### src/video_pkg.sv
package video_pkg;

    // ~~~~~~~~~~~~~~~~~~~~~~~~~~~~~~
    // coordinate widths
    // ~~~~~~~~~~~~~~~~~~~~~~~~~~~~~~

    // sized for the largest timing the top level may be given
    localparam int X_BITS = 12;
    localparam int Y_BITS = 11;

    // ~~~~~~~~~~~~~~~~~~~~~~~~~~~~~~
    // video types
    // ~~~~~~~~~~~~~~~~~~~~~~~~~~~~~~

    // rgb565 camera pixel
    typedef struct packed {
        logic [4:0] r;
        logic [5:0] g;
        logic [4:0] b;
    } pixel_t;

    // all active high
    typedef struct packed {
        logic vsync;
        logic hsync;
        logic de;
    } video_sync_t;

    // position inside the active area
    typedef struct packed {
        logic [X_BITS-1:0] x;
        logic [Y_BITS-1:0] y;
    } video_pos_t;

    // ~~~~~~~~~~~~~~~~~~~~~~~~~~~~~~
    // lock controller states
    // ~~~~~~~~~~~~~~~~~~~~~~~~~~~~~~

    typedef enum logic [1:0] {
        UNLOCKED   = 2'b00,
        BLANK_WAIT = 2'b01,
        DELAYING   = 2'b10,
        LOCKED     = 2'b11
    } lock_state_t;

endpackage : video_pkg

### src/frame_lock.sv
`timescale 1ns/100ps

module frame_lock #(
    parameter int THRESH = 16,
    parameter int DELAY  = 4
) (
    input  logic clk,
    input  logic rstn,
    input  logic cam_href,
    output logic timing_rstn,
    output logic locked
);
    import video_pkg::*;

    // one counter serves both the blank threshold and the delay
    localparam int CNT_MAX = (THRESH > DELAY) ? THRESH : DELAY;
    localparam int CNT_W   = $clog2(CNT_MAX + 1);

    localparam logic [CNT_W-1:0] THRESH_LAST = CNT_W'(THRESH - 1);
    localparam logic [CNT_W-1:0] DELAY_LAST  = CNT_W'(DELAY - 1);

    lock_state_t      state;
    logic             href_d;
    logic [CNT_W-1:0] cnt;
    logic             release_q;

    // ~~~~~~~~~~~~~~~~~~~~~~~~~~~~~~
    // lock fsm
    // ~~~~~~~~~~~~~~~~~~~~~~~~~~~~~~

    always_ff @(posedge clk or negedge rstn) begin
        if (!rstn) begin
            state     <= UNLOCKED;
            href_d    <= 1'b0;
            cnt       <= '0;
            release_q <= 1'b0;
        end else begin
            href_d <= cam_href;
            case (state)
                UNLOCKED: begin
                    // falling edge of href may start the vertical blank
                    if (!cam_href && href_d) begin
                        state <= BLANK_WAIT;
                        cnt   <= '0;
                    end
                end
                BLANK_WAIT: begin
                    if (cam_href) begin
                        // only a line gap
                        state <= UNLOCKED;
                    end else if (cnt == THRESH_LAST) begin
                        cnt   <= '0;
                        state <= DELAYING;
                    end else begin
                        cnt <= cnt + 1'b1;
                    end
                end
                DELAYING: begin
                    if (cnt == DELAY_LAST) begin
                        state     <= LOCKED;
                        release_q <= 1'b1;
                    end else begin
                        cnt <= cnt + 1'b1;
                    end
                end
                LOCKED: begin
                    // stays here until the external reset
                    release_q <= 1'b1;
                end
                default: begin
                    state <= UNLOCKED;
                end
            endcase
        end
    end

    assign timing_rstn = release_q;
    assign locked      = (state == LOCKED);

    // lock is one-way until the next external reset
    a_lock_held: assert property (@(posedge clk) disable iff (!rstn)
        locked |=> locked);

    // the timing release follows the state register exactly
    a_release_matches_lock: assert property (@(posedge clk) disable iff (!rstn)
        timing_rstn == locked);

endmodule : frame_lock

### src/video_timing.sv
`timescale 1ns/100ps

module video_timing #(
    parameter int H_ACT  = 8,
    parameter int H_FP   = 2,
    parameter int H_SYNC = 2,
    parameter int H_BP   = 2,
    parameter int V_ACT  = 4,
    parameter int V_FP   = 1,
    parameter int V_SYNC = 1,
    parameter int V_BP   = 1
) (
    input  logic                   clk,
    input  logic                   rstn,
    output logic                   read_en,
    output video_pkg::video_sync_t sync,
    output video_pkg::video_pos_t  pos
);
    import video_pkg::*;

    localparam int H_TOTAL = H_ACT + H_FP + H_SYNC + H_BP;
    localparam int V_TOTAL = V_ACT + V_FP + V_SYNC + V_BP;

    // one spare count so the region ends always fit
    localparam int HC_W = $clog2(H_TOTAL + 1);
    localparam int VC_W = $clog2(V_TOTAL + 1);

    localparam logic [HC_W-1:0] H_LAST   = HC_W'(H_TOTAL - 1);
    localparam logic [HC_W-1:0] H_ACT_E  = HC_W'(H_ACT);
    localparam logic [HC_W-1:0] HS_START = HC_W'(H_ACT + H_FP);
    localparam logic [HC_W-1:0] HS_END   = HC_W'(H_ACT + H_FP + H_SYNC);

    localparam logic [VC_W-1:0] V_LAST   = VC_W'(V_TOTAL - 1);
    localparam logic [VC_W-1:0] V_ACT_E  = VC_W'(V_ACT);
    localparam logic [VC_W-1:0] VS_START = VC_W'(V_ACT + V_FP);
    localparam logic [VC_W-1:0] VS_END   = VC_W'(V_ACT + V_FP + V_SYNC);

    if (H_TOTAL > (1 << X_BITS) || V_TOTAL > (1 << Y_BITS)) begin : g_size_check
        $error("video_timing: totals do not fit the position fields");
    end

    logic [HC_W-1:0] h_cnt;
    logic [VC_W-1:0] v_cnt;
    logic            h_active;
    logic            v_active;
    logic            h_sync_zone;
    logic            v_sync_zone;

    // ~~~~~~~~~~~~~~~~~~~~~~~~~~~~~~
    // raster counters
    // ~~~~~~~~~~~~~~~~~~~~~~~~~~~~~~

    always_ff @(posedge clk or negedge rstn) begin
        if (!rstn) begin
            h_cnt <= '0;
            v_cnt <= '0;
        end else if (h_cnt == H_LAST) begin
            h_cnt <= '0;
            if (v_cnt == V_LAST) begin
                v_cnt <= '0;
            end else begin
                v_cnt <= v_cnt + 1'b1;
            end
        end else begin
            h_cnt <= h_cnt + 1'b1;
        end
    end

    // line: active, front porch, sync, back porch
    assign h_active    = (h_cnt < H_ACT_E);
    assign h_sync_zone = (h_cnt >= HS_START) && (h_cnt < HS_END);
    assign v_active    = (v_cnt < V_ACT_E);
    assign v_sync_zone = (v_cnt >= VS_START) && (v_cnt < VS_END);

    // held off until the lock releases the generator
    assign read_en = rstn && h_active && v_active;

    // ~~~~~~~~~~~~~~~~~~~~~~~~~~~~~~
    // output stage, one behind read_en
    // ~~~~~~~~~~~~~~~~~~~~~~~~~~~~~~

    always_ff @(posedge clk or negedge rstn) begin
        if (!rstn) begin
            sync <= '0;
            pos  <= '0;
        end else begin
            sync.de    <= read_en;
            sync.hsync <= h_sync_zone;
            sync.vsync <= v_sync_zone;
            if (read_en) begin
                pos.x <= X_BITS'(h_cnt);
                pos.y <= Y_BITS'(v_cnt);
            end
        end
    end

    a_de_in_active: assert property (@(posedge clk) disable iff (!rstn)
        sync.de |-> (pos.x < X_BITS'(H_ACT)) && (pos.y < Y_BITS'(V_ACT)));

    // the buffer's registered read depends on this one-cycle lead
    a_de_follows_read: assert property (@(posedge clk) disable iff (!rstn)
        sync.de == $past(read_en));

endmodule : video_timing

### src/pixel_fifo.sv
`timescale 1ns/100ps

module pixel_fifo #(
    parameter type payload_t = logic [15:0],
    parameter int  DEPTH     = 16
) (
    input  logic     clk,
    input  logic     rstn,
    input  logic     wr_en,
    input  payload_t wr_data,
    input  logic     rd_en,
    output payload_t rd_data,
    output logic     overflow,
    output logic     underflow
);

    localparam int PTR_W = (DEPTH > 1) ? $clog2(DEPTH) : 1;
    localparam int CNT_W = $clog2(DEPTH + 1);

    localparam logic [PTR_W-1:0] PTR_LAST = PTR_W'(DEPTH - 1);
    localparam logic [CNT_W-1:0] CNT_FULL = CNT_W'(DEPTH);

    payload_t         mem [DEPTH];
    logic [PTR_W-1:0] wr_ptr;
    logic [PTR_W-1:0] rd_ptr;
    logic [CNT_W-1:0] count;
    logic             full;
    logic             empty;
    logic             do_wr;
    logic             do_rd;

    assign full  = (count == CNT_FULL);
    assign empty = (count == '0);
    // no back-pressure, lost accesses only show up in the flags
    assign do_wr = wr_en && !full;
    assign do_rd = rd_en && !empty;

    // storage and read register
    always_ff @(posedge clk) begin
        if (do_wr) begin
            mem[wr_ptr] <= wr_data;
        end
        if (do_rd) begin
            rd_data <= mem[rd_ptr];
        end
    end

    always_ff @(posedge clk or negedge rstn) begin
        if (!rstn) begin
            wr_ptr    <= '0;
            rd_ptr    <= '0;
            count     <= '0;
            overflow  <= 1'b0;
            underflow <= 1'b0;
        end else begin
            if (do_wr) begin
                wr_ptr <= (wr_ptr == PTR_LAST) ? '0 : wr_ptr + 1'b1;
            end
            if (do_rd) begin
                rd_ptr <= (rd_ptr == PTR_LAST) ? '0 : rd_ptr + 1'b1;
            end
            case ({do_wr, do_rd})
                2'b10:   count <= count + 1'b1;
                2'b01:   count <= count - 1'b1;
                default: count <= count;
            endcase
            // sticky until reset
            if (wr_en && full) begin
                overflow <= 1'b1;
            end
            if (rd_en && empty) begin
                underflow <= 1'b1;
            end
        end
    end

    a_count_bound: assert property (@(posedge clk) disable iff (!rstn)
        count <= CNT_FULL);

endmodule : pixel_fifo

### src/cam_display_top.sv
`timescale 1ns/100ps

module cam_display_top #(
    parameter int H_ACT  = 8,
    parameter int H_FP   = 2,
    parameter int H_SYNC = 2,
    parameter int H_BP   = 2,
    parameter int V_ACT  = 4,
    parameter int V_FP   = 1,
    parameter int V_SYNC = 1,
    parameter int V_BP   = 1,
    parameter int THRESH = 16,
    parameter int DELAY  = 4,
    parameter int DEPTH  = 16
) (
    input  logic                   clk,
    input  logic                   rstn,
    input  logic                   cam_href,
    input  video_pkg::pixel_t      cam_pixel,
    output video_pkg::video_sync_t sync,
    output video_pkg::video_pos_t  pos,
    output video_pkg::pixel_t      pixel_out,
    output logic                   locked,
    output logic                   overflow,
    output logic                   underflow
);
    import video_pkg::*;

    logic timing_rstn;
    logic vt_rstn;
    logic read_en;

    // generator runs only once the camera blank has been found
    assign vt_rstn = rstn & timing_rstn;

    frame_lock #(
        .THRESH(THRESH),
        .DELAY (DELAY )
    ) i_frame_lock (
        .clk        (clk        ),
        .rstn       (rstn       ),
        .cam_href   (cam_href   ),
        .timing_rstn(timing_rstn),
        .locked     (locked     )
    );

    video_timing #(
        .H_ACT (H_ACT ),
        .H_FP  (H_FP  ),
        .H_SYNC(H_SYNC),
        .H_BP  (H_BP  ),
        .V_ACT (V_ACT ),
        .V_FP  (V_FP  ),
        .V_SYNC(V_SYNC),
        .V_BP  (V_BP  )
    ) i_video_timing (
        .clk    (clk    ),
        .rstn   (vt_rstn),
        .read_en(read_en),
        .sync   (sync   ),
        .pos    (pos    )
    );

    pixel_fifo #(
        .payload_t(pixel_t),
        .DEPTH    (DEPTH  )
    ) i_pixel_fifo (
        .clk      (clk      ),
        .rstn     (rstn     ),
        .wr_en    (cam_href ),
        .wr_data  (cam_pixel),
        .rd_en    (read_en  ),
        .rd_data  (pixel_out),
        .overflow (overflow ),
        .underflow(underflow)
    );

endmodule : cam_display_top

### config.mk
export PLATFORM = sky130hd
export DESIGN_NAME = cam_display_top
export DESIGN_NICKNAME = d
export VERILOG_FILES = /design/src/video_pkg.sv /design/src/frame_lock.sv /design/src/video_timing.sv /design/src/pixel_fifo.sv /design/src/cam_display_top.sv
export SDC_FILE = /design/constraint.sdc
export NUM_CORES = 1
export LEC_CHECK = 0
export ABC_CLOCK_PERIOD_IN_PS = 950
export BUFFER_PORTS_ARGS = -buffer_cell sky130_fd_sc_hd__buf_2
export CAP_MARGIN = 20
export CORE_MARGIN = 10
export CORE_UTILIZATION = 61
export CTS_BUF_LIST = sky130_fd_sc_hd__clkbuf_16
export DETAILED_ROUTE_END_ITERATION = 7
export PLACE_DENSITY = 0.79
export SLEW_MARGIN = 20
export SYNTH_ARGS = -nofsm -noshare
export SYNTH_HDL_FRONTEND = slang
export SYNTH_SLANG_ARGS = --single-unit
### constraint.sdc
create_clock -name clk -period 0.95 [get_ports clk]
set_input_delay 0.095 -clock clk [delete_from_list [all_inputs] [get_ports clk]]
set_output_delay 0.095 -clock clk [all_outputs]
set_load 0.05 [all_outputs]
==> results.rst, run 1 <==
.. list-table::
   :header-rows: 1

   * - Metric
     - Value
   * - Setup crit end
     - i_pixel_fifo.count[4]
   * - Total I/O pin count
     - 64
   * - Class of the most critical hold timing path
     - in2reg
   * - Hold Vio Cnt, Final
     - 0
   * - Most numerous cell on the critical path
     - ha_4
   * - Sequential cell area fraction in the yosys report
     - approximately three quarters
   * - Starting utilization of the core area
     - 61.7%
   * - Placer's final routability congestion estimate
     - 0.812
   * - Result of the run
     - complete, but fails checks
   * - Ys flop type
     - edfxtp_1
   * - Reg-to-reg critical path startpoint
     - i_pixel_fifo.count[0]
   * - Total number of clock tree sinks
     - roughly 310
   * - Data arrival time of the critical path
     - between 3 and 4 ns
   * - Per-instance average area after synthesis
     - a little over 20 sq um
   * - Global route total overflow
     - 0
   * - First-pass DRT Iterations
     - 5
   * - Max Buffers Root-to-Sink
     - 3
   * - Async S/R FF share, synth
     - between 10% and 20%
   * - Vias after detailed routing
     - 6635
   * - Fin crit share
     - 282%
   * - Insertion delay of the later-clocked pin in the worst-skew pair
     - between 0.5 and 0.6 ns
   * - Number of standard-cell rows in the floorplan
     - 52
   * - Startpoint Class
     - flop
   * - Highest achievable clock rate
     - between 0.3 and 0.4 GHz
   * - Final nets
     - 816
   * - DR WL/cell
     - 28.1 um
   * - Required time of the critical path
     - between 1 and 1.5 ns
   * - R2r setup slk
     - -1.73 ns
   * - Buffers added on ports
     - 47
   * - TritonCTS clock tree
     - yes
   * - Number of setup violations in the final report
     - between 300 and 400
   * - Final wirelength
     - approximately 30 mm
   * - Register-to-Register Path Depth
     - 10
   * - Number of distinct library cells after synthesis
     - 50
   * - Vertical die dimension
     - about 160 um
   * - # DRC
     - 0
   * - EDFF count, synth
     - about 270
   * - Endpoint of the lowest-slack register-to-register path
     - i_pixel_fifo.count[4]
   * - Number of maximum-capacitance constraint violations
     - 0
   * - Detailed router's first-iteration violation count
     - between 600 and 700
   * - Antenna Nets Post-Route
     - 0
   * - Synth top area cells
     - edfxtp_1 (66%), mux4_2 (14%), dfrtp_1 (8.2%), ha_1 (1.7%), buf_4 (0.97%)
   * - Max H-tree Level
     - 1
   * - Final cell utilization of the core
     - just under 80%
   * - Start-to-end type of the worst setup path
     - reg2reg
   * - Number of non-filler instances in the completed layout
     - roughly 1100
   * - Worst path slowest cell
     - or4_4
   * - Final worst-path setup slack
     - -1.73 ns
   * - Global-route wire length before repair
     - roughly 45 mm
   * - Clock slew seen by the registers of the worst setup and hold paths
     - 0.07 ns
   * - Antenna violations before repair
     - 0
   * - Critical path cell sequence
     - or4_4, o21ai_4, clkinv_4, ha_4, xor2_4, ha_4, a21boi_4, o32ai_4, nor4b_2, xnor2_1
   * - Total Power
     - around 43 mW
   * - Total count of max-transition violations in the final report
     - 0
   * - Unrepaired setup endpoints after global routing
     - yes
   * - Critical path capture point type
     - flop
   * - Area of the die
     - roughly 26000 sq um
   * - Die X-Extent
     - about 160 um
   * - Violated checks
     - negative setup slack
   * - Largest area contributor in the synthesized netlist
     - edfxtp_1
   * - Stage delay of the slowest cell on the critical path
     - about 0.55 ns
   * - Worst setup skew after layout
     - 0.0217 ns
   * - Core Region
     - slightly above 20000 sq um
   * - CTS buffer count
     - 30
   * - Post-synthesis instance area
     - roughly 12000 sq um
   * - Number of global-route vias before repair
     - a little over 7000
   * - Ratio of cells with drive above 1 in the final layout
     - 42.0%
   * - Yosys top cell area share
     - approximately two thirds
   * - Peak ir drop on the vdd network
     - between 0.002 and 0.0025 V
   * - Half-perimeter wire length of the detailed placement result
     - 16.0 mm
   * - Final critical delay including setup and external delays
     - ~2.7 ns
   * - Clock root buffer
     - clkbuf_16
   * - Synth-to-Final Area Change
     - 25.4%
   * - Maximum number of pins on one net before global-route repair
     - 29
   * - Largest fanout on the critical path
     - 4
   * - Number of vias per cell
     - just over 6
   * - Yosys synthesis warning count
     - 0
   * - Launching instance or port of the critical path
     - i_pixel_fifo.count[0]
   * - Power density cells
     - 2760 nW/um^2
   * - Total of flip-flops plus latches after synthesis
     - 313
   * - Post-synthesis cell count
     - 610
   * - Global-route total usage across every layer
     - between 20% and 30%
   * - Leakage component of the power
     - 5.47 nW
   * - Ant. Diodes
     - 0
   * - Instance count after placement with tap cells included
     - 977
-- per-stage QoR --
stage / area, sq um / hold WS [ns] / setup WS (ns) / setup TNS [ns]
after floorplan: 12900 / -0.201 / -1.78 / -240.57
after global placement: 14000 / 0.177 / -1.56 / -323.35
after detailed placement: 14000 / 0.192 / -1.72 / -357.32
after CTS: 15400 / 0.0879 / -1.68 / -347.03
after global routing: 15600 / 0.114 / -1.79 / -362.33
final: 15600 / 0.106 / -1.73 / -343.11
-- power by group --
group	internal, mW	switching [mW]
logic	6.30	7.47
clock network	6.57	5.02
registers	16.9	0.800
-- layout by cell type (no fill, tap or decap), types with 4 or more instances in the layout --
master / netlist / layout
nor2b_1: 5 / 5
inv_1: 13 / 21
nor3_4: 0 / 5
ha_2: 0 / 4
dlygate4sd3_1: 0 / 18
nand2_1: 20 / 14
clkbuf_16: 0 / 32
clkinv_1: 0 / 5
nor2_4: 0 / 12
o21ai_0: 13 / 6
mux2_4: 0 / 5
mux2i_1: 5 / 5
buf_2: 6 / 47
conb_1: 1 / 16
buf_12: 0 / 30
o21ai_1: 0 / 6
a21o_1: 5 / 5
mux4_2: 80 / 80
a21oi_1: 6 / 4
ha_1: 17 / 9
inv_2: 1 / 5
buf_4: 16 / 66
edfxtp_1: 272 / 272
ha_4: 0 / 4
buf_6: 2 / 5
dfrtp_1: 41 / 39
nand2b_1: 10 / 8
-- per-layer routing --
metal  share of wire (%)  vias up  global-route usage [%]
met5                   0        -                       0
met4                 3.4        0                    7.42
met3                 7.8       71                    3.16
met2                  53      324                    40.2
met1                  36     3461                    27.8
li1                    -     2779                       -
-- cell type report --
cell class              count  area [sq um]
clock buffers              32           801
clock inverters            24           154
fillers                  1014          4570
inverters                  14          57.6
multi-input cells         255          3480
flip-flops and latches    313          9200
well taps                 270           338
repair buffers            166          1570
-- worst min path at each step --
stage | startpoint | slack, ns | endpoint | depth (start not counted)
final | rstn | 0.11 | i_video_timing.sync[0] | 3
after global routing | rstn | 0.11 | i_video_timing.sync[0] | 3
after CTS | rstn | 0.09 | i_video_timing.sync[0] | 3
after detailed placement | rstn | 0.19 | i_frame_lock.timing_rstn | 2
after global placement | rstn | 0.18 | i_frame_lock.cnt[2] | 2
after floorplan | rstn | -0.20 | i_frame_lock.cnt[0] | 0
-- repair_timing --
item	in CTS	in global routing
endpoints found under the setup margin	354	355
resized for setup	18	16
pin swaps	14	12
hold buffers	18	0
setup buffers	15	8
endpoints found under the hold margin	282	0
-- cell usage after synthesis, types with 2 or more instances --
library cell and count:
a311oi_1 2, a21boi_0 2, o31ai_1 2, nor3b_1 2, xnor2_1 4, o2111ai_1 2
nand4_1 2, clkbuf_1 14, o2bb2ai_1 2, buf_4 16, xor2_1 3, ha_1 17
buf_1 3, nand2_1 20, and3_1 4, a22o_1 2, a21oi_1 6, nor3_1 6
nor4_1 2, mux2_2 7, a21o_1 5, buf_2 6, mux4_2 80, edfxtp_1 272
and2_1 2, nor4b_1 3, o21ai_0 13, buf_6 2, mux2i_1 5, dfrtp_1 41
nor2_1 16, buf_8 2, nand2b_1 10, nor2b_1 5, inv_1 13, nand3_1 3
-- worst max-delay path: cells and delay by family (launching register included) --
| family | cells | cell delay, ns |
|---|---|---|
| xor gates and xnor gates | 2 | 0.30 |
| DFF | 1 | 0.39 |
| and+or+nand+nor | 2 | 0.82 |
| buffers and inverters | 1 | 0.11 |
| adders and majority gates | 2 | 0.40 |
| AOI/OAI and AO/OA | 3 | 0.52 |
-- flip-flops by register name, indices dropped and copies added, names as in the netlist --
register	cells
i_pixel_fifo.mem	256
i_pixel_fifo.rd_data	16
i_video_timing.pos	7
i_frame_lock.cnt	5
i_pixel_fifo.count	5
i_pixel_fifo.rd_ptr	4
i_pixel_fifo.wr_ptr	4
i_video_timing.h_cnt	4
i_video_timing.sync	3
i_video_timing.v_cnt	3
i_frame_lock.state	2
i_frame_lock.href_d	1
i_frame_lock.timing_rstn	1
i_pixel_fifo.overflow	1
i_pixel_fifo.underflow	1
-- logic make-up after synthesis --
logic type | Yosys count | share of synthesized area (%)
fa+ha+maj | 17 | 1.71
xor+xnor | 7 | 0.493
simple gates | 80 | 3.40
other cells | 1 | 0.0302
mux | 92 | 15.5
flops | 313 | 73.9
buf+inv | 57 | 2.57
compound gates | 43 | 2.35
Note: power is estimated with default switching activity, not from simulation.
==> run 2, diff against run 1 <==
Settings changed: TNS_END_PERCENT set to 10.
==> run 2 against run 1 <==
Compared with the run above:
- the run still ends with negative setup slack left
- sequential share of layout area down 1.7 points
- critical path depth down 1
- sequential power about the same
- register-to-register slack worse by 0.02 ns
- die area unchanged
- hold slack worse by 0.076 ns
- clock power up 4%
- via count up 4.0%
- worst setup slack worse by 0.016 ns
- critical endpoint unchanged
- highest routed layer unchanged
==> results.rst, run 2 (same netlist as run 1, synthesis figures left out) <==
.. list-table::
   :header-rows: 1

   * - Metric
     - Value
   * - Result of the run
     - complete, but fails checks
   * - Violated checks
     - negative setup slack
   * - Highest achievable clock rate
     - approximately 0.37 GHz
   * - Largest register FFs
     - between 200 and 300
   * - Class of the most critical hold timing path
     - in2reg
   * - Startpoint Class
     - flop
   * - Antenna Nets Post-Route
     - 0
   * - Final wirelength
     - between 30 and 40 mm
   * - Total I/O pin count
     - 64
   * - Max Buffers Root-to-Sink
     - 3
   * - Max H-tree Level
     - 1
   * - Insertion delay of the later-clocked pin in the worst-skew pair
     - roughly 0.55 ns
   * - Number of vias per cell
     - 6.30
   * - Synth-to-Final Area Change
     - 29.1%
   * - Register-to-Register Path Depth
     - 9
   * - Global route total overflow
     - 0
   * - Register containing the most flip-flops in the final layout
     - i_pixel_fifo.mem
   * - First-pass DRT Iterations
     - 5
   * - Total count of max-transition violations in the final report
     - 0
   * - Number of non-filler instances in the completed layout
     - approximately 1100
   * - CTS buffer count
     - 30
   * - Leakage component of the power
     - 5.74 nW
   * - Power density cells
     - 2810 nW/um^2
   * - Largest regs
     - i_pixel_fifo.mem: 256 flops, i_pixel_fifo.rd_data: 16 flops, i_video_timing.pos: 7 flops
   * - Required time of the critical path
     - between 1 and 1.5 ns
   * - Starting utilization of the core area
     - between 60% and 70%
   * - Instance count after placement with tap cells included
     - roughly 990
   * - Die X-Extent
     - around 160 um
   * - Buffers added on ports
     - between 40 and 50
   * - Total Power
     - 45.2 mW
   * - R2r setup slk
     - -1.75 ns
   * - DR WL/cell
     - slightly below 30 um
   * - Area of the die
     - roughly 26000 sq um
   * - Final cell utilization of the core
     - approximately four fifths
   * - Largest fanout on the critical path
     - 4
   * - Vertical die dimension
     - ~160 um
   * - Global-route wire length before repair
     - roughly 44 mm
   * - Ant. Diodes
     - 0
   * - Ratio of cells with drive above 1 in the final layout
     - between 40% and 50%
   * - Final nets
     - 837
   * - Tightest slew margin relative to the limit
     - a little under two thirds
   * - Commonest non-fill, non-tap cell in the layout
     - edfxtp_1
   * - Clock slew seen by the registers of the worst setup and hold paths
     - approximately 0.07 ns
   * - Hold Vio Cnt, Final
     - 0
   * - # DRC
     - 0
   * - Clock root buffer
     - clkbuf_16
   * - Start-to-end type of the worst setup path
     - reg2reg
   * - Peak ir drop on the vdd network
     - slightly above 0.002 V
   * - Global-route total usage across every layer
     - between 20% and 30%
   * - Total number of clock tree sinks
     - 313
   * - Number of maximum-capacitance constraint violations
     - 0
   * - Vias after detailed routing
     - approximately 6900
   * - Unrepaired setup endpoints after global routing
     - yes
   * - Maximum number of pins on one net before global-route repair
     - 27
   * - Number of standard-cell rows in the floorplan
     - 52
   * - Worst slack at placement
     - -1.71 ns
   * - Detailed router's first-iteration violation count
     - approximately 640
   * - Worst setup skew after layout
     - 0.0147 ns
   * - Critical path capture point type
     - flop
   * - Number of global-route vias before repair
     - 7015
   * - Half-perimeter wire length of the detailed placement result
     - roughly 16 mm
   * - Final worst-path setup slack
     - -1.75 ns
   * - Placer's final routability congestion estimate
     - a little over 0.8
   * - Worst hold path depth
     - 3
   * - Fin crit share
     - 284%
   * - Final critical delay including setup and external delays
     - around 2.7 ns
   * - Number of setup violations in the final report
     - roughly 350
   * - TritonCTS clock tree
     - yes
   * - Commonest non-fill, non-tap cells in the layout
     - edfxtp_1 (272), mux4_2 (80), buf_4 (65)
   * - Transition time of the tightest slew-check pin
     - roughly 0.54 ns
   * - Core Region
     - just over 20000 sq um
   * - Data arrival time of the critical path
     - around 3.1 ns
   * - Antenna violations before repair
     - 0
[run 2: changes by cell type in the layout (fill, tap and decap cells not counted), sizes merged]
cell      delta
buf         +16
clkbuf       +4
bufinv       +3
inv          -2
clkinv       +1
clkinvlp     -1
[run 2: stage by stage]
step                      setup TNS [ns]  hold WS, ns  cell area [sq um]
after global routing             -326.98       0.0225              16100
after global placement           -313.37        0.155              13800
after CTS                        -301.04       0.0564              15600
after detailed placement         -349.90        0.155              13800
after floorplan                  -325.39       -0.201              12600
final                            -316.56       0.0296              16100
[run 2: per-layer routing]
metal  up-vias  GRT usage (%)  routed length [um]
li1       2833              -                   -
met1      3589           26.6               11300
met5         -              0                   0
met2       372           39.0               17200
met4         0           8.73                1590
met3       107           3.44                1960
[run 2: what timing repair did]
item,4_1_cts,5_1_grt
gates resized for setup,121,52
hold endpoints to repair,282,0
cloned,0,8
buffers inserted,12,11
hold buffers,18,0
pin swaps,22,12
endpoints found under the setup margin,353,354
[run 2: final timing paths]
kind,start,endpoint
worst min register to register,i_frame_lock.timing_rstn,i_video_timing.h_cnt[3]
min in group asynchronous,rstn,i_pixel_fifo.count[0]
max in group asynchronous,rstn,i_video_timing.pos[11]
worst max register to register,i_pixel_fifo.count[0],i_pixel_fifo.count[4]
worst min-delay path,rstn,i_video_timing.sync[0]
worst max-delay path,i_pixel_fifo.count[0],i_pixel_fifo.count[4]
[run 2: cell type report]
| type | count | area (sq um) |
|---|---|---|
| Timing Repair Buffer | 187 | 2030 |
| Inverter | 14 | 57.6 |
| Clock inverter | 25 | 228 |
| Tap cell | 270 | 338 |
| Fill cell | 954 | 4110 |
| Clock buffer | 31 | 776 |
| Multi-Input combinational cell | 255 | 3430 |
| Sequential cell | 313 | 9200 |
[run 2: power by group]
| group | leakage, nW | internal [mW] | switching (mW) |
|---|---|---|---|
| sequential | 2.94 | 16.9 | 0.960 |
| combinational | 2.28 | 7.42 | 7.80 |
| clock | 0.526 | 7.20 | 4.91 |
[run 2: critical path, stage by stage, from the launching register on]
cell and delay [ns]:
dfrtp_1 0.40, or4_4 0.54, o21ai_4 0.22, inv_6 0.07, ha_4 0.18, ha_1 0.32
o21ai_1 0.32, nor4_2 0.12, nor4b_4 0.30, xnor2_1 0.10
==> run 3, diff against run 2 <==
==> constraint.sdc (replaced) <==
create_clock -name clk -period 0.95 [get_ports clk]
set_input_delay 0.19 -clock clk [delete_from_list [all_inputs] [get_ports clk]]
set_output_delay 0.19 -clock clk [all_outputs]
set_load 0.05 [all_outputs]
==> run 3 against run 2 <==
Compared with the run above:
- the flow still finishes with violations (negative setup slack)
- clock-buffer cell count unchanged
- register-to-register slack improved by 0.07 ns
- critical endpoint unchanged
- combinational power down 5%
- global-route usage down 0.83 points
==> results.rst, run 3 (same netlist as run 1, synthesis figures left out) <==
.. list-table::
   :header-rows: 1

   * - Metric
     - Value
   * - Result of the run
     - complete, but fails checks
   * - Violated checks
     - negative setup slack
   * - Largest register FFs
     - between 200 and 300
   * - Clock share of power
     - roughly a quarter
   * - Vias after detailed routing
     - 6721
   * - Insertion delay of the later-clocked pin in the worst-skew pair
     - 0.56 ns
   * - Commonest non-fill, non-tap cells in the layout
     - edfxtp_1 (272), mux4_2 (80), buf_6 (64)
   * - Data arrival time of the critical path
     - slightly above 3 ns
   * - Fraction of power spent switching nets
     - a little under a third
   * - Class of the most critical hold timing path
     - in2reg
   * - Antenna violations before repair
     - 0
   * - Power share of the sequential group
     - around two fifths
   * - Total number of clock tree sinks
     - 313
   * - Max H-tree Level
     - 1
   * - Total I/O pin count
     - 64
   * - Register containing the most flip-flops in the final layout
     - i_pixel_fifo.mem
   * - Placer's final routability congestion estimate
     - ~0.8
   * - Synth-to-Final Area Change
     - 27.1%
   * - Peak ir drop on the vdd network
     - 0.00182 V
   * - Clock root buffer
     - clkbuf_16
   * - # DRC
     - 0
   * - Area of the die
     - 26500 sq um
   * - Ant. Diodes
     - 0
   * - First-pass DRT Iterations
     - 5
   * - Number of non-filler instances in the completed layout
     - roughly 1100
   * - Number of vias per cell
     - ~6.2
   * - CTS buffer count
     - 31
   * - Clock slew seen by the registers of the worst setup and hold paths
     - about 0.070 ns
   * - Max Buffers Root-to-Sink
     - 3
   * - Leakage component of the power
     - 5.59 nW
   * - Power density cells
     - between 2000 and 3000 nW/um^2
   * - Detailed router's first-iteration violation count
     - a little over 700
   * - Switching pwr
     - roughly 13 mW
   * - Internal
     - between 30 and 40 mW
   * - Starting utilization of the core area
     - 61.7%
   * - Largest fanout on the critical path
     - 4
   * - Maximum number of pins on one net before global-route repair
     - 27
   * - Antenna Nets Post-Route
     - 0
   * - Final nets
     - between 800 and 900
   * - Worst setup skew after layout
     - about 0.013 ns
   * - DR WL/cell
     - between 20 and 30 um
   * - Total Power
     - between 40 and 50 mW
   * - Final worst-path setup slack
     - -1.68 ns
   * - Core Region
     - approximately 20000 sq um
   * - Die X-Extent
     - 163 um
   * - Number of setup violations in the final report
     - ~350
   * - Hold Vio Cnt, Final
     - 0
   * - Portion of total power attributed to combinational logic
     - approximately 33%
   * - Commonest non-fill, non-tap cell in the layout
     - edfxtp_1
   * - Required time of the critical path
     - between 1 and 1.5 ns
   * - Ratio of cells with drive above 1 in the final layout
     - between 40% and 50%
   * - Startpoint Class
     - flop
   * - Final wirelength
     - between 20 and 30 mm
   * - Fin crit share
     - 277%
   * - Number of global-route vias before repair
     - 7042
   * - TritonCTS clock tree
     - yes
   * - Vertical die dimension
     - roughly 160 um
   * - Instance count after placement with tap cells included
     - ~990
   * - Total count of max-transition violations in the final report
     - 0
   * - Start-to-end type of the worst setup path
     - reg2reg
   * - Largest regs
     - i_pixel_fifo.mem: 256 flops, i_pixel_fifo.rd_data: 16 flops, i_video_timing.pos: 7 flops
   * - Critical path capture point type
     - flop
   * - Fin Hold WS
     - 0.0168 ns
   * - Buffers added on ports
     - 47
   * - Global-route wire length before repair
     - roughly 43 mm
   * - Global route total overflow
     - 0
   * - Number of standard-cell rows in the floorplan
     - 52
   * - Number of maximum-capacitance constraint violations
     - 0
   * - Highest achievable clock rate
     - approximately 0.38 GHz
   * - Unrepaired setup endpoints after global routing
     - yes
   * - Global-route total usage across every layer
     - 21.2%
   * - Half-perimeter wire length of the detailed placement result
     - roughly 16 mm
   * - Final critical delay including setup and external delays
     - between 2 and 3 ns
-- run 3: cell types whose count changed in the layout (fill, tap and decap cells not counted), moves of 3 or more --
cell	change
buf_4	-9
buf_6	+10
bufinv_16	-3
clkbuf_16	-5
clkinv_2	+3
clkinvlp_4	+3
dlygate4sd3_1	-9
nand2_4	-3
nand2_8	+3
nor2_2	+6
nor2_4	-6
-- run 3: layout make-up --
type	instances	area (sq um)
inverter	14	57.6
multi-input combinational	255	3420
clock inverter	27	181
clock buffer	31	776
fill	996	4370
sequential	313	9200
tap	270	338
timing repair buffer	173	1840
-- run 3: worst max-delay path, stage by stage (launching register included) --
cell and delay, ns:
dfrtp_1 0.38, or4_4 0.56, o21ai_4 0.22, inv_6 0.06, ha_4 0.20, xor2_4 0.21, ha_4 0.20, a21boi_4 0.20
o32ai_4 0.11, nor4b_4 0.23, xnor2_1 0.17
-- run 3: power groups by stage --
stage / clock (mW) / sequential [mW] / combinational [mW]
floorplan: 0 / 19.0 / 7.00
global placement: 0 / 17.7 / 11.7
detailed placement: 0 / 17.8 / 12.1
CTS: 11.5 / 17.7 / 13.2
global route: 12.2 / 17.8 / 15.1
finish: 11.5 / 17.7 / 14.4
-- run 3: stage by stage --
| stage | setup WS (ns) | area (sq um) | setup TNS (ns) | util (%) |
|---|---|---|---|---|
| 6_report | -1.68 | 15800 | -352.47 | 78.4 |
| 2_1_floorplan | -1.78 | 12600 | -325.49 | - |
| 3_5_place_dp | -1.74 | 13900 | -348.03 | 68.9 |
| 5_1_grt | -1.81 | 15800 | -371.90 | 78.4 |
| 3_3_place_gp | -1.58 | 13900 | -309.10 | 68.9 |
| 4_1_cts | -1.64 | 15500 | -310.14 | 76.7 |
-- run 3: repair_timing --
item                                    CTS  global route
buffers inserted                         12            14
endpoints found under the setup margin  354           355
endpoints found under the hold margin    88             0
resized for setup                       119            55
pin swaps                                16             9
hold buffers                              9             0
-- run 3: per-layer routing --
metal	share of wire [%]	GRT usage (%)	up-vias	wire length [um]
met3	6.5	3.03	63	1940
met5	0	0	-	0
li1	-	-	2813	-
met2	54	36.9	324	16200
met1	36	26.8	3521	10800
met4	3.0	7.21	0	904
-- run 3: final timing paths --
check,start,end,slack (ns),cells after the start
min,cam_pixel[6],i_pixel_fifo.mem[1][6],0.02,1
min reg2reg,i_frame_lock.timing_rstn,i_video_timing.v_cnt[2],0.46,3
max,i_pixel_fifo.count[3],i_pixel_fifo.count[4],-1.68,10
max in group asynchronous,rstn,i_video_timing.pos[0],0.13,5
max reg2reg,i_pixel_fifo.count[3],i_pixel_fifo.count[4],-1.68,10
min in group asynchronous,rstn,i_pixel_fifo.underflow,0.23,3
